==> src/logic/board_pkg.sv <==
/*
  Shared constants and types for the board glue around the SoC.
  Modules refer to everything here by scoped name, never by import.
  The top level takes its parameter defaults from these values.
*/

`default_nettype none

package board_pkg;

  ////////////////////////////////////////////////////////////////////////////
  // flash media selection
  ////////////////////////////////////////////////////////////////////////////

  // which board pins the SPI host drives
  typedef enum logic {
    flash_sd   = 1'b0,
    flash_qspi = 1'b1
  } flash_media_e;

  ////////////////////////////////////////////////////////////////////////////
  // default timing
  ////////////////////////////////////////////////////////////////////////////

  // flops in the reset release chain
  localparam int RstSyncStages = 2;

  // soc_clk cycles per rtc half period, 50 MHz down to 1 MHz
  localparam int RtcHalfDiv = 25;

  ////////////////////////////////////////////////////////////////////////////
  // pin and bus widths
  ////////////////////////////////////////////////////////////////////////////

  // fan switch setting, also the pwm counter width
  localparam int FanSettingWidth = 4;

  // spi host side
  localparam int SpiCsWidth   = 2;
  localparam int SpiDataWidth = 4;

  // sd slot data pins
  localparam int SdDataWidth = 4;

endpackage

`default_nettype wire

==> src/logic/board_reset_sync.sv <==
/*
  Combines the board reset and the debug soft reset into one SoC reset.
  Either source clears the reset chain at once, without a clock.
  Release is synchronous to soc_clk, SyncStages edges after both go idle.
*/

`timescale 1ns/1ps
`default_nettype none

module board_reset_sync #(
  parameter int SyncStages = board_pkg::RstSyncStages
) (
  input  logic soc_clk,
  input  logic rst_n,
  input  logic soft_reset_i,
  output logic soc_rst_no
);

  // combined asynchronous clear, low while any source is active
  logic comb_rst_n;

  // release chain, ones shift in from bit 0
  logic [SyncStages-1:0] sync_q;

  assign comb_rst_n = rst_n & ~soft_reset_i;

  ////////////////////////////////////////////////////////////////////////////
  // synchronizer chain
  ////////////////////////////////////////////////////////////////////////////

  always_ff @(posedge soc_clk, negedge comb_rst_n) begin
    if (!comb_rst_n) begin
      sync_q <= '0;
    end else if (SyncStages == 1) begin
      // single stage, nothing to shift through
      sync_q <= '1;
    end else begin
      sync_q <= {sync_q[SyncStages-2:0], 1'b1};
    end
  end

  // last stage is the soc reset
  assign soc_rst_no = sync_q[SyncStages-1];

  ////////////////////////////////////////////////////////////////////////////
  // checks
  ////////////////////////////////////////////////////////////////////////////

  // board reset must hold the soc in reset regardless of the chain
  assert property (@(posedge soc_clk) !rst_n |-> !soc_rst_no)
    else $error("soc reset released while board reset active");

endmodule

`default_nettype wire

==> src/logic/fan_pwm_ctrl.sv <==
/*
  Fan PWM from the board switches.
  A free-running counter is compared with the setting, the output is
  high for setting cycles out of every 2**SettingWidth, one cycle late.
*/

`timescale 1ns/1ps
`default_nettype none

module fan_pwm_ctrl #(
  parameter int SettingWidth = board_pkg::FanSettingWidth
) (
  input  logic                    soc_clk,
  input  logic                    rst_n,
  input  logic [SettingWidth-1:0] pwm_setting_i,
  output logic                    fan_pwm_o
);

  // wraps every 2**SettingWidth cycles
  logic [SettingWidth-1:0] pwm_cnt_q;

  // compare result before the output flop
  logic pwm_on;
  logic pwm_q;

  ////////////////////////////////////////////////////////////////////////////
  // pwm counter
  ////////////////////////////////////////////////////////////////////////////

  always_ff @(posedge soc_clk, negedge rst_n) begin
    if (!rst_n) begin
      pwm_cnt_q <= '0;
    end else begin
      // natural wrap at all ones
      pwm_cnt_q <= pwm_cnt_q + 1'b1;
    end
  end

  ////////////////////////////////////////////////////////////////////////////
  // compare and output
  ////////////////////////////////////////////////////////////////////////////

  // 0 keeps the fan off, all ones is the highest duty
  assign pwm_on = (pwm_cnt_q < pwm_setting_i);

  always_ff @(posedge soc_clk, negedge rst_n) begin
    if (!rst_n) begin
      pwm_q <= 1'b0;
    end else begin
      pwm_q <= pwm_on;
    end
  end

  // registered so the pin sees no compare glitches
  assign fan_pwm_o = pwm_q;

endmodule

`default_nettype wire

==> src/logic/flash_pin_adapter.sv <==
/*
  Maps the SoC SPI host pins onto the board flash pins.
  Media selects an SD slot in SPI mode or a QSPI flash.
  Purely combinational; the unused side idles high.
*/

`timescale 1ns/1ps
`default_nettype none

module flash_pin_adapter #(
  parameter board_pkg::flash_media_e Media = board_pkg::flash_sd
) (
  // spi host side
  input  logic                              spih_sck_i,
  input  logic                              spih_sck_en_i,
  input  logic [board_pkg::SpiCsWidth-1:0]   spih_csb_i,
  input  logic [board_pkg::SpiCsWidth-1:0]   spih_csb_en_i,
  input  logic [board_pkg::SpiDataWidth-1:0] spih_sd_i,
  input  logic [board_pkg::SpiDataWidth-1:0] spih_sd_en_i,
  output logic [board_pkg::SpiDataWidth-1:0] spih_sd_o,
  // sd slot
  output logic                              sd_sclk_o,
  output logic                              sd_cmd_o,
  output logic [board_pkg::SdDataWidth-1:0]  sd_dat_o,
  output logic                              sd_reset_o,
  input  logic                              sd_dat0_i,
  // qspi flash
  output logic                              qspi_clk_o,
  output logic                              qspi_cs_b_o,
  input  logic                              qspi_dq0_i
);

  // host clock, idles high when the host does not drive it
  logic sck_gated;

  assign sck_gated = spih_sck_en_i ? spih_sck_i : 1'b1;

  ////////////////////////////////////////////////////////////////////////////
  // pin mapping
  ////////////////////////////////////////////////////////////////////////////

  always_comb begin
    // idle levels, sd reset low keeps the card powered
    sd_sclk_o   = 1'b1;
    sd_cmd_o    = 1'b1;
    sd_dat_o    = '1;
    sd_reset_o  = 1'b0;
    qspi_clk_o  = 1'b1;
    qspi_cs_b_o = 1'b1;
    spih_sd_o   = '0;
    case (Media)
      board_pkg::flash_sd: begin
        sd_sclk_o = sck_gated;
        // cs0 on DAT3
        sd_dat_o[3] = spih_csb_en_i[0] ? spih_csb_i[0] : 1'b1;
        // mosi on CMD
        sd_cmd_o = spih_sd_en_i[0] ? spih_sd_i[0] : 1'b1;
        // DAT1/DAT2 unused in spi mode, left high from the defaults
        // miso from DAT0 back to host line 1
        spih_sd_o[1] = sd_dat0_i;
      end
      board_pkg::flash_qspi: begin
        qspi_clk_o = sck_gated;
        // flash cs follows the host with no enable
        qspi_cs_b_o  = spih_csb_i[0];
        spih_sd_o[1] = qspi_dq0_i;
      end
      default: begin
      end
    endcase
  end

  // card power must stay on whichever media is selected
  always_comb begin
    assert (sd_reset_o == 1'b0)
      else $error("sd reset driven high");
  end

endmodule

`default_nettype wire

==> src/logic/fpga_board_top.sv <==
/*
  Board-level glue of the FPGA SoC wrapper, the SoC itself sits outside.
  Holds reset combining, the RTC divider, fan PWM and the flash pin mapping.
  The SPI host pins are top-level ports facing the SoC.
*/

`timescale 1ns/1ps
`default_nettype none

module fpga_board_top #(
  parameter board_pkg::flash_media_e FlashMedia = board_pkg::flash_sd,
  parameter int RstStages = board_pkg::RstSyncStages,
  parameter int RtcDiv    = board_pkg::RtcHalfDiv,
  parameter int FanWidth  = board_pkg::FanSettingWidth
) (
  input  logic                              soc_clk,
  input  logic                              rst_n,
  input  logic                              soft_reset_i,
  // fan
  input  logic [FanWidth-1:0]               fan_sw_i,
  output logic                              fan_pwm_o,
  // spi host from the soc
  input  logic                              spih_sck_i,
  input  logic                              spih_sck_en_i,
  input  logic [board_pkg::SpiCsWidth-1:0]   spih_csb_i,
  input  logic [board_pkg::SpiCsWidth-1:0]   spih_csb_en_i,
  input  logic [board_pkg::SpiDataWidth-1:0] spih_sd_i,
  input  logic [board_pkg::SpiDataWidth-1:0] spih_sd_en_i,
  output logic [board_pkg::SpiDataWidth-1:0] spih_sd_o,
  // sd slot
  output logic                              sd_sclk_o,
  output logic                              sd_cmd_o,
  output logic [board_pkg::SdDataWidth-1:0]  sd_dat_o,
  output logic                              sd_reset_o,
  input  logic                              sd_dat0_i,
  // qspi flash
  output logic                              qspi_clk_o,
  output logic                              qspi_cs_b_o,
  input  logic                              qspi_dq0_i,
  // to the soc
  output logic                              soc_rst_no,
  output logic                              rtc_o
);

  ////////////////////////////////////////////////////////////////////////////
  // reset
  ////////////////////////////////////////////////////////////////////////////

  // soc_rst_no doubles as the internal reset of the blocks below
  board_reset_sync #(
    .SyncStages   ( RstStages    )
  ) i_board_reset_sync (
    .soc_clk      ( soc_clk      ),
    .rst_n        ( rst_n        ),
    .soft_reset_i ( soft_reset_i ),
    .soc_rst_no   ( soc_rst_no   )
  );

  ////////////////////////////////////////////////////////////////////////////
  // rtc and fan
  ////////////////////////////////////////////////////////////////////////////

  rtc_clock_divider #(
    .HalfDiv ( RtcDiv     )
  ) i_rtc_clock_divider (
    .soc_clk ( soc_clk    ),
    .rst_n   ( soc_rst_no ),
    .rtc_o   ( rtc_o      )
  );

  fan_pwm_ctrl #(
    .SettingWidth  ( FanWidth   )
  ) i_fan_pwm_ctrl (
    .soc_clk       ( soc_clk    ),
    .rst_n         ( soc_rst_no ),
    .pwm_setting_i ( fan_sw_i   ),
    .fan_pwm_o     ( fan_pwm_o  )
  );

  ////////////////////////////////////////////////////////////////////////////
  // flash pins
  ////////////////////////////////////////////////////////////////////////////

  // media fixed at build time
  flash_pin_adapter #(
    .Media         ( FlashMedia    )
  ) i_flash_pin_adapter (
    .spih_sck_i    ( spih_sck_i    ),
    .spih_sck_en_i ( spih_sck_en_i ),
    .spih_csb_i    ( spih_csb_i    ),
    .spih_csb_en_i ( spih_csb_en_i ),
    .spih_sd_i     ( spih_sd_i     ),
    .spih_sd_en_i  ( spih_sd_en_i  ),
    .spih_sd_o     ( spih_sd_o     ),
    .sd_sclk_o     ( sd_sclk_o     ),
    .sd_cmd_o      ( sd_cmd_o      ),
    .sd_dat_o      ( sd_dat_o      ),
    .sd_reset_o    ( sd_reset_o    ),
    .sd_dat0_i     ( sd_dat0_i     ),
    .qspi_clk_o    ( qspi_clk_o    ),
    .qspi_cs_b_o   ( qspi_cs_b_o   ),
    .qspi_dq0_i    ( qspi_dq0_i    )
  );

endmodule

`default_nettype wire

==> src/logic/rtc_clock_divider.sv <==
/*
  Divides soc_clk down to the real-time clock square wave of the SoC.
  The output toggles every HalfDiv cycles, so its period is 2*HalfDiv.
  Held low while the SoC reset is active.
*/

`timescale 1ns/1ps
`default_nettype none

module rtc_clock_divider #(
  parameter int HalfDiv = board_pkg::RtcHalfDiv
) (
  input  logic soc_clk,
  input  logic rst_n,
  output logic rtc_o
);

  // counter wide enough for HalfDiv-1, at least one bit
  localparam int CntWidth = (HalfDiv > 1) ? $clog2(HalfDiv) : 1;
  localparam logic [CntWidth-1:0] CntLast = CntWidth'(HalfDiv - 1);

  logic [CntWidth-1:0] cnt_q;
  logic [CntWidth-1:0] cnt_d;
  logic                rtc_q;
  logic                rtc_d;

  ////////////////////////////////////////////////////////////////////////////
  // half period counter
  ////////////////////////////////////////////////////////////////////////////

  always_comb begin
    cnt_d = cnt_q + 1'b1;
    rtc_d = rtc_q;
    // end of half period, wrap and flip the clock
    if (cnt_q == CntLast) begin
      cnt_d = '0;
      rtc_d = ~rtc_q;
    end
  end

  always_ff @(posedge soc_clk, negedge rst_n) begin
    if (!rst_n) begin
      cnt_q <= '0;
      rtc_q <= 1'b0;
    end else begin
      cnt_q <= cnt_d;
      rtc_q <= rtc_d;
    end
  end

  // straight from the flop, no glitches on the rtc
  assign rtc_o = rtc_q;

  // counter stays inside one half period
  assert property (@(posedge soc_clk) disable iff (!rst_n) cnt_q <= CntLast)
    else $error("rtc counter beyond half period");

endmodule

`default_nettype wire

==> config.mk <==
export PLATFORM = sky130hd
export DESIGN_NAME = fpga_board_top
export DESIGN_NICKNAME = d
export VERILOG_FILES = /design/src/logic/board_pkg.sv /design/src/logic/board_reset_sync.sv /design/src/logic/fan_pwm_ctrl.sv /design/src/logic/flash_pin_adapter.sv /design/src/logic/fpga_board_top.sv /design/src/logic/rtc_clock_divider.sv
export SDC_FILE = /design/constraint.sdc
export NUM_CORES = 1
export LEC_CHECK = 0
export BUFFER_PORTS_ARGS = -buffer_cell sky130_fd_sc_hd__clkbuf_2
export CORE_UTILIZATION = 40
export CTS_CLUSTER_DIAMETER = 80
export DETAILED_ROUTE_END_ITERATION = 8
export GPL_ROUTABILITY_DRIVEN = 0
export GPL_TIMING_DRIVEN = 0
export PLACE_DENSITY = 0.72
export SETUP_SLACK_MARGIN = 0.05
export SKIP_CTS_REPAIR_TIMING = 1
export SYNTH_ARGS = -nofsm -noshare
export SYNTH_HDL_FRONTEND = slang
export SYNTH_HIERARCHICAL = 1
export SYNTH_SLANG_ARGS = --single-unit
==> constraint.sdc <==
create_clock -name soc_clk -period 1.5 [get_ports soc_clk]
set_input_delay 0.3 -clock soc_clk [delete_from_list [all_inputs] [get_ports soc_clk]]
set_output_delay 0.3 -clock soc_clk [all_outputs]
set_load 0.02 [all_outputs]
# Word-level counts from Yosys, hierarchy flattened

Cells that the tools add are included.

Add/subtract/negate cells: 2
$lt $le $gt $ge: 1
Equal/unequal tests: 1
Muxes and demuxes: 4
Bitwise operators: 3

Operator list:

| operator                                                      | number |
|---|---|
| 5-bit by 1-bit adder with 5-bit output, second input constant | 1 |
| 5-bit equality test, second input constant                    | 1 |
| 5-bit two-way mux                                             | 1 |
| 4-bit by 1-bit adder with 4-bit output, second input constant | 1 |
| 4-bit < comparator                                            | 1 |
| 1-bit two-way mux                                             | 3 |
| 1-bit inverter                                                | 2 |
| 1-bit bitwise AND                                             | 1 |

Bits in registers: 13
Input port bits: 23
Output and inout port bits: 16

# Logic depth before layout (Yosys ltp)

Gate-level depths: netlist of the first run.

Depth in word-level cells: 2
Mapped depth: 5
Depth with buffers taken out: 5

# Hierarchy

The synthesis of the first run kept the hierarchy.

By module, submodules not included:

| module            | times used | cells each | area an instance (µm²) | sequential area each (µm²) |
|---|---|---|---|---|
| rtc_clock_divider | 1          | 27         | 282.8                  | 150.1 |
| fan_pwm_ctrl      | 1          | 21         | 252.7                  | 125.1 |
| flash_pin_adapter | 1          | 15         | 101.3                  | 0.0 |
| board_reset_sync  | 1          | 4          | 67.6                   | 50.0 |

# Worst setup path before layout of the first run

OpenSTA, ideal clock, no wires.

Kind: register -> register
Start: register i_rtc_clock_divider.cnt_q[0]
End: register i_rtc_clock_divider.cnt_q[4]
Library setup time: 0.121 ns
Arrival time: 0.937 ns
Required time: 1.379 ns
Path slack: 0.442 ns
Stages on the path, launching flop included: 5
Buffers on the path: 0
Cells stage by stage: dfrtp_1 > inv_1 > ha_1 > o21ai_0 > a22o_1

Cells in the longest elaborated chain, start to end: 2
Elaborated cells on any way between the ends: 3

Ends and longest elaborated chain:

| element                                                                              | RTL line                                         | text |
|---|---|---|
| start, declared                                                                      | rtc_clock_divider.sv:22                          | `logic [CntWidth-1:0] cnt_q;` |
| start signal, assigned                                                               | rtc_clock_divider.sv:46                          | `cnt_q <= cnt_d;` |
| 5-bit by 1-bit adder with 5-bit output / 5-bit equality test (equally long branches) | rtc_clock_divider.sv:32, rtc_clock_divider.sv:35 |  |
| 5-bit two-way mux (*)                                                                | rtc_clock_divider.sv:35                          | `if (cnt_q == CntLast) begin` |
| named net i_rtc_clock_divider.cnt_d[4]                                               | rtc_clock_divider.sv:23                          | `logic [CntWidth-1:0] cnt_d;` |

The timed path passes the listed nets; every way through them passes the cells marked *.
A chain may end at the register's enable or synchronous reset.

# Worst setup path in the final report of the first run

Start: register i_board_reset_sync.sync_q[1]
End: output port soc_rst_no

RTL lines:

| element                | RTL line               | text |
|---|---|---|
| start, declared        | board_reset_sync.sv:23 | `logic [SyncStages-1:0] sync_q;` |
| start signal, assigned | board_reset_sync.sv:38 | `sync_q <= {sync_q[SyncStages-2:0], 1'b1};` |
| end, declared          | fpga_board_top.sv:41   | `output logic soc_rst_no,` |

No word-level cell between the ends.

==> results by group, run 1 <==
Status
  • Status: finished, final reports clean

Clocking
  • CTS Buf Count: 3
  • TritonCTS Sinks: 13
  • TritonCTS clock tree: done
  • Clk root buf: clkbuf_4
  • Worst-Skew Late Latency: 0.27 ns
  • Worst-path clk slew: 0.07 ns
  • CTS H-tree lvls: 1
  • Clock tree buffer depth: 2

Finish
  • Layout Cells excl Fill: 115
  • Antenna cells: 0
  • Syn-to-layout area delta: 26.8%
  • Layout cells sized above 1: 38.4%
  • Final net count: 129

STA
  • Hold Violations, Final: 0
  • Final Cycle Share: 86.9%
  • Clock Skews: 0.000657 ns
  • Fmax: 767 MHz
  • Fin crit period: 1.30 ns
  • Final setup viols: 0
  • Setup TNS: 0 ns
  • Slew Limit Fails: 0
  • RSZ-0062 raised after global routing: false

Pwr
  • Leak Pwr: 0.527 nW
  • Pwr dens: 747 nW/µm²
  • Reg power frac: 54.2%
  • Sw Ratio: 24.4%
  • Clock power share: 31.4%
  • P_sw: 0.163 mW
  • Power share of the combinational group: 14.4%
  • Final Total Pwr: 0.667 mW
  • Int Power: 0.505 mW
  • VDD IR-drop max: 0.529 mV

Min path
  • Hold Path Class: flip-flop to async pin

Global routing
  • Vias in the first global route: 470
  • Global Route Usage Sum: 13.2%
  • Initial antenna violation count: 0
  • Largest net degree at the start of global routing: 13
  • Overflow after GRT: 0
  • First-pass GRT wire length: 1790 µm

Setup path
  • CP Class: flip-flop to output pin
  • Crit path required time: 1.20 ns
  • Critical path data arrival time: 1.00 ns
  • CP startpoint kind: flip-flop
  • CP peak stage delay: 0.51 ns
  • Critical-path cell list: clkbuf_2
  • CP top delay family: flip-flops
  • CP max-delay cell: dfrtp_2
  • CP Capture Type: output pin
  • Worst-path maximum fanout: 12
  • Worst path bufs/invs: 1

Route
  • Drt pass-1 iters: 6
  • DRT iter0 DRCs: 5
  • Final WL: 994 µm
  • Vias: 506
  • DR vias/cell: 4.40
  • Post-route DRC: 0
  • Avg WL per Cell: 8.64 µm
  • Post-DRT Antenna Nets: 0

Die
  • Rows: 14
  • Core area: 1580 µm²
  • Die width: 44.0 µm
  • # IOs: 39
  • Die H: 44.0 µm
  • Starting Density: 44.7%
  • Die area: 1930 µm²

Synth
  • Synth unique cells: 21
  • Yosys warns: 6
  • Sequential area share after synthesis: 46.2%
  • Flops & latches, synth: 13
  • Synthesized cell area: 704 µm²
  • Syn Inst Count: 67
  • Average size of a mapped cell: 10.5 µm²

Placed design
  • Port Buffer Count: 19
  • HPWL after DPL: 826 µm
  • DP Cell Count: 109

Flow run
  • Max-Cap Viols: 0
## cells in the mapped netlist
master    count  area, µm²
o21ai_0       3       15.0
xor2_1        2       17.5
inv_1         6       22.5
and2b_2       1       8.76
nand3_1       4       20.0
conb_1        3       11.3
buf_4        10       75.1
inv_2         1       3.75
nor2b_4       1       13.8
ha_1          6       75.1
mux2i_1       1       10.0
xnor2_1       2       17.5
nor2_1        2       7.51
dfrtp_1      13        325
nand2b_1      3       18.8
a21boi_2      1       11.3
nor3_1        1       5.00
a31oi_1       1       6.26
o41ai_2       1       16.3
nand2_1       4       15.0
a22o_1        1       8.76
## final timing paths
check	cells after the start	start	slack [ns]	end
worst max-delay path	1	i_board_reset_sync/sync_q[1]$_DFF_PN0_	0.20	soc_rst_no
worst min-delay path	0	i_board_reset_sync/sync_q[1]$_DFF_PN0_	0.13	i_fan_pwm_ctrl/pwm_cnt_q[3]$_DFF_PN0_
worst max register to register	4	i_rtc_clock_divider/cnt_q[0]$_DFF_PN0_	0.34	i_rtc_clock_divider/cnt_q[4]$_DFF_PN0_
worst min register to register	0	i_board_reset_sync/sync_q[1]$_DFF_PN0_	0.13	i_fan_pwm_ctrl/pwm_cnt_q[3]$_DFF_PN0_
max in group asynchronous	4	soft_reset_i	0.35	i_board_reset_sync/sync_q[1]$_DFF_PN0_
min in group soc_clk	0	i_board_reset_sync/sync_q[0]$_DFF_PN0_	0.36	i_board_reset_sync/sync_q[1]$_DFF_PN0_
## routing by layer
metal / track usage (%) / up-vias / part of all wire [%]
met2: 23.6 / 24 / 52
met5: 0 / - / 0
met1: 13.0 / 225 / 40
met4: 3.64 / 0 / 0
li1: - / 257 / -
met3: 7.50 / 0 / 8.2
## metrics by stage
step                      hold WS [ns]  cell area, µm²  worst slack (ns)  util, %
after floorplan                 0.0762             731             0.442        -
after global placement           0.188             846             0.328     53.7
after detailed placement         0.194             846             0.312     53.7
after CTS                       -0.105             872           0.00374     55.3
after global routing             0.156             893             0.112     56.7
final                            0.131             893             0.197     56.7
## flip-flops by register name (all words and copies together), names as in the netlist
register                   cells
i_fan_pwm_ctrl/pwm_cnt_q       4
i_rtc_clock_divider/cnt_q      5
i_fan_pwm_ctrl/fan_pwm_o       1
i_board_reset_sync/sync_q      2
i_rtc_clock_divider/rtc_o      1
## worst reg2reg max path, delay by kind of cell (launching register included)
family	cells	cell delay, ns
DFF	1	0.42
AOI/OAI and AO/OA	2	0.33
buffers and inverters	1	0.07
adders and majority gates	1	0.23
## cell families (layout without fill, tap and decap cells)
group           after synthesis  after routing  synth area share [%]
compound gates                7              7                  8.17
fa+ha+maj                     6              6                  10.7
buf+inv                      17             42                  14.4
mux                           1              1                  1.42
simple gates                 16             16                  12.6
other cells                   3             10                  1.60
xor+xnor                      4              4                  4.97
flops                        13             13                  46.2
## layout by cell type (no fill, tap or decap), types with 2 or more instances in the layout
master         count
buf_4             10
xnor2_1            2
dfrtp_1           12
o21ai_0            3
nor2_1             2
xor2_1             2
nand3_1            4
inv_1              6
clkbuf_4           3
ha_1               6
conb_1            10
nand2b_1           3
nand2_1            4
dlygate4sd3_1      2
clkbuf_2          19
## layout make-up
class	count	area, µm²
timing repair buffer	21	115
buffer	10	75.1
sequential	13	327
multi-input combinational	44	304
fill	146	683
clock buffer	4	26.3
tap	16	20.0
inverter	7	26.3
## power groups by stage
| stage | logic [mW] | clock network [mW] | registers, mW |
|---|---|---|---|
| after floorplan | 0.0612 | 0 | 0.372 |
| after global placement | 0.0899 | 0 | 0.369 |
| after detailed placement | 0.0918 | 0 | 0.369 |
| after CTS | 0.0919 | 0.218 | 0.362 |
| after global routing | 0.104 | 0.240 | 0.363 |
| final | 0.0960 | 0.210 | 0.361 |
Note: power is estimated with default switching activity, not from simulation.
==> run 2: changes to the inputs <==
- REMOVE_ABC_BUFFERS: default -> 1
==> run 2 against run 1 <==
The flow now finishes with violations (DRC). Sequential cell count unchanged. Largest power group unchanged. Worst setup slack about the same. Sequential power about the same. Critical path type unchanged. Fmax about the same. Routed wire length decreased by 3.3%. Highest routed layer is now met4.
==> results by group, run 2 (synthesized netlist as in run 1, its figures left out) <==
Status
  • Status: finished, violations left
  • Failing checks: DRC

Die
  • Die H: 44.0 µm (unchanged)
  • Rows: 14 (unchanged)
  • Core area: 1580 µm² (unchanged)
  • Starting Density: 44.7% (unchanged)
  • # IOs: 39 (unchanged)
  • Die area: 1930 µm² (unchanged)
  • Die width: 44.0 µm (unchanged)

Setup path
  • Critical-path cell list: clkbuf_2
  • Worst r2r src: i_rtc_clock_divider/cnt_q[0]$_DFF_PN0_
  • Worst R2R End: i_rtc_clock_divider/cnt_q[4]$_DFF_PN0_
  • CP peak stage delay: 0.52 ns (about the same)
  • CP top delay family: flip-flops
  • CP Capture Type: output pin
  • CP startpoint kind: flip-flop
  • CP max-delay cell: dfrtp_2
  • Flop2flop setup slack: 0.36 ns (+0.02 ns)
  • Critical Path Start: i_board_reset_sync/sync_q[1]$_DFF_PN0_
  • CP Class: flip-flop to output pin
  • Crit path required time: 1.20 ns (about the same)
  • FF-to-FF path depth: 4 (unchanged)
  • Worst path bufs/invs: 1 (unchanged)
  • Crit. path cell count: 1 (unchanged)
  • Critical path data arrival time: 1.00 ns (about the same)
  • Critical Path Sink: soc_rst_no
  • Worst-path maximum fanout: 12 (unchanged)

Route
  • DRT iter0 DRCs: 4 (-1)
  • Vias: 471 (-6.9%)
  • DR vias/cell: 4.53 (+2.9%)
  • Avg WL per Cell: 9.24 µm (+6.9%)
  • Post-route DRC: 2 (+2)
  • Metal-1 WL: 408 µm (+3.3%)
  • Drt pass-1 iters: 6 (unchanged)
  • Top Metal Used: met4
  • Met2 wire len: 478 µm (-7.4%)
  • Post-DRT Antenna Nets: 0 (unchanged)
  • Met3 wire length: 64 µm (-22%)
  • Final WL: 961 µm (-3.3%)

STA
  • Final Cycle Share: 86.9% (about the same)
  • RSZ-0062 raised after global routing: false
  • Clock Skews: 0.000288 ns (-0.000369 ns)
  • Final setup viols: 0 (unchanged)
  • Setup TNS: 0 ns (unchanged)
  • Slew Limit Fails: 0 (unchanged)
  • Fin crit period: 1.30 ns (-0.000410 ns)
  • Hold Violations, Final: 0 (unchanged)
  • Fmax: 767 MHz (about the same)

Placed design
  • HPWL after DPL: 810 µm (-1.9%)
  • Port Buffer Count: 18 (-1)

Finish
  • Max reg flops: 5 (unchanged)
  • Top reg by flops: i_rtc_clock_divider/cnt_q
  • Antenna cells: 0 (unchanged)
  • Most common cell after layout, fill and taps aside: clkbuf_2
  • Final net count: 118 (-8.5%)
  • # fillers: 147 (+0.68%)
  • Syn-to-layout area delta: 15.5%
  • Largest registers: i_rtc_clock_divider/cnt_q x5, i_fan_pwm_ctrl/pwm_cnt_q x4, i_board_reset_sync/sync_q x2
  • Commonest cells after routing, fill and taps aside: clkbuf_2, dfrtp_1, conb_1, inv_1, ha_1
  • Layout cells sized above 1: 30.7% (-7.7 points)

Min path
  • Hold Path Class: flip-flop to async pin

Pwr
  • Reg power frac: 57.2% (+3.0 points)
  • VDD IR-drop max: 0.511 mV (-3.3%)
  • Int Power: 0.486 mW (-3.6%)
  • P_sw: 0.146 mW (-10%)
  • Clock power share: 31.3% (about the same)
  • Power share of the combinational group: 11.5% (-2.9 points)
  • Final Total Pwr: 0.632 mW (-5.2%)
  • Sw Ratio: 23.1% (-1.3 points)
  • Leak Pwr: 0.475 nW (-9.8%)
  • Pwr dens: 777 nW/µm² (+4.1%)

Flow run
  • Max-Cap Viols: 0 (unchanged)

Clocking
  • TritonCTS Sinks: 13 (unchanged)
  • Worst-path clk slew: 0.07 ns (about the same)
  • Clk root buf: clkbuf_4
  • CTS H-tree lvls: 1 (unchanged)
  • TritonCTS clock tree: done
  • CTS Buf Count: 3 (unchanged)
  • Worst-Skew Late Latency: 0.26 ns (about the same)
  • Clock tree buffer depth: 2 (unchanged)

Global routing
  • Initial antenna violation count: 0 (unchanged)
  • Vias in the first global route: 466 (-0.85%)
  • First-pass GRT wire length: 1790 µm (unchanged)
  • Global Route Usage Sum: 13.2% (-0.034 points)
  • Overflow after GRT: 0 (unchanged)
  • Largest net degree at the start of global routing: 13 (unchanged)
[run 2: routing by layer]
metal  up-vias  track usage (%)
met3         2             7.92
met5         -                0
met2        16             21.5
li1        238                -
met1       215             13.7
met4         0             5.45
[run 2: power groups by stage]
stage / Clock (mW) / Sequential, mW / Combinational (mW)
after floorplan: 0 / 0.372 / 0.0392
after global placement: 0 / 0.369 / 0.0668
after detailed placement: 0 / 0.369 / 0.0687
after CTS: 0.213 / 0.362 / 0.0688
after global routing: 0.233 / 0.363 / 0.0796
final: 0.198 / 0.362 / 0.0725
[run 2: layout make-up]
cell class | count | area [µm²] | share of cell area, %
flip-flops and latches | 13 | 327 | 40.2
well taps | 16 | 20.0 | 2.46
clock buffers | 4 | 26.3 | 3.23
repair buffers | 20 | 110 | 13.5
multi-input cells | 44 | 304 | 37.4
inverters | 7 | 26.3 | 3.23
[run 2: worst min-delay path by stage]
| stage | startpoint | to | cells after the start |
|---|---|---|---|
| 6_report | i_board_reset_sync/sync_q[1]$_DFF_PN0_ | i_fan_pwm_ctrl/pwm_cnt_q[0]$_DFF_PN0_ | 0 |
| 5_1_grt | i_board_reset_sync/sync_q[1]$_DFF_PN0_ | i_fan_pwm_ctrl/pwm_cnt_q[0]$_DFF_PN0_ | 0 |
| 4_1_cts | soft_reset_i | i_board_reset_sync/sync_q[0]$_DFF_PN0_ | 2 |
| 3_5_place_dp | i_board_reset_sync/sync_q[1]$_DFF_PN0_ | i_rtc_clock_divider/cnt_q[1]$_DFF_PN0_ | 0 |
| 3_3_place_gp | i_board_reset_sync/sync_q[1]$_DFF_PN0_ | i_rtc_clock_divider/cnt_q[1]$_DFF_PN0_ | 0 |
| 2_1_floorplan | soft_reset_i | i_board_reset_sync/sync_q[0]$_DFF_PN0_ | 1 |
[run 2: metrics by stage]
stage / setup slack (ns) / std cells / instance area, µm² / util, % / hold WS [ns]
global placement: 0.324 / 98 / 766 / 48.6 / 0.190
detailed placement: 0.315 / 98 / 766 / 48.6 / 0.194
finish: 0.197 / 104 / 813 / 51.6 / 0.134
global route: 0.108 / 104 / 813 / 51.6 / 0.161
floorplan: 0.442 / 64 / 656 / - / 0.0762
CTS: 0.0118 / 102 / 792 / 50.2 / -0.0990
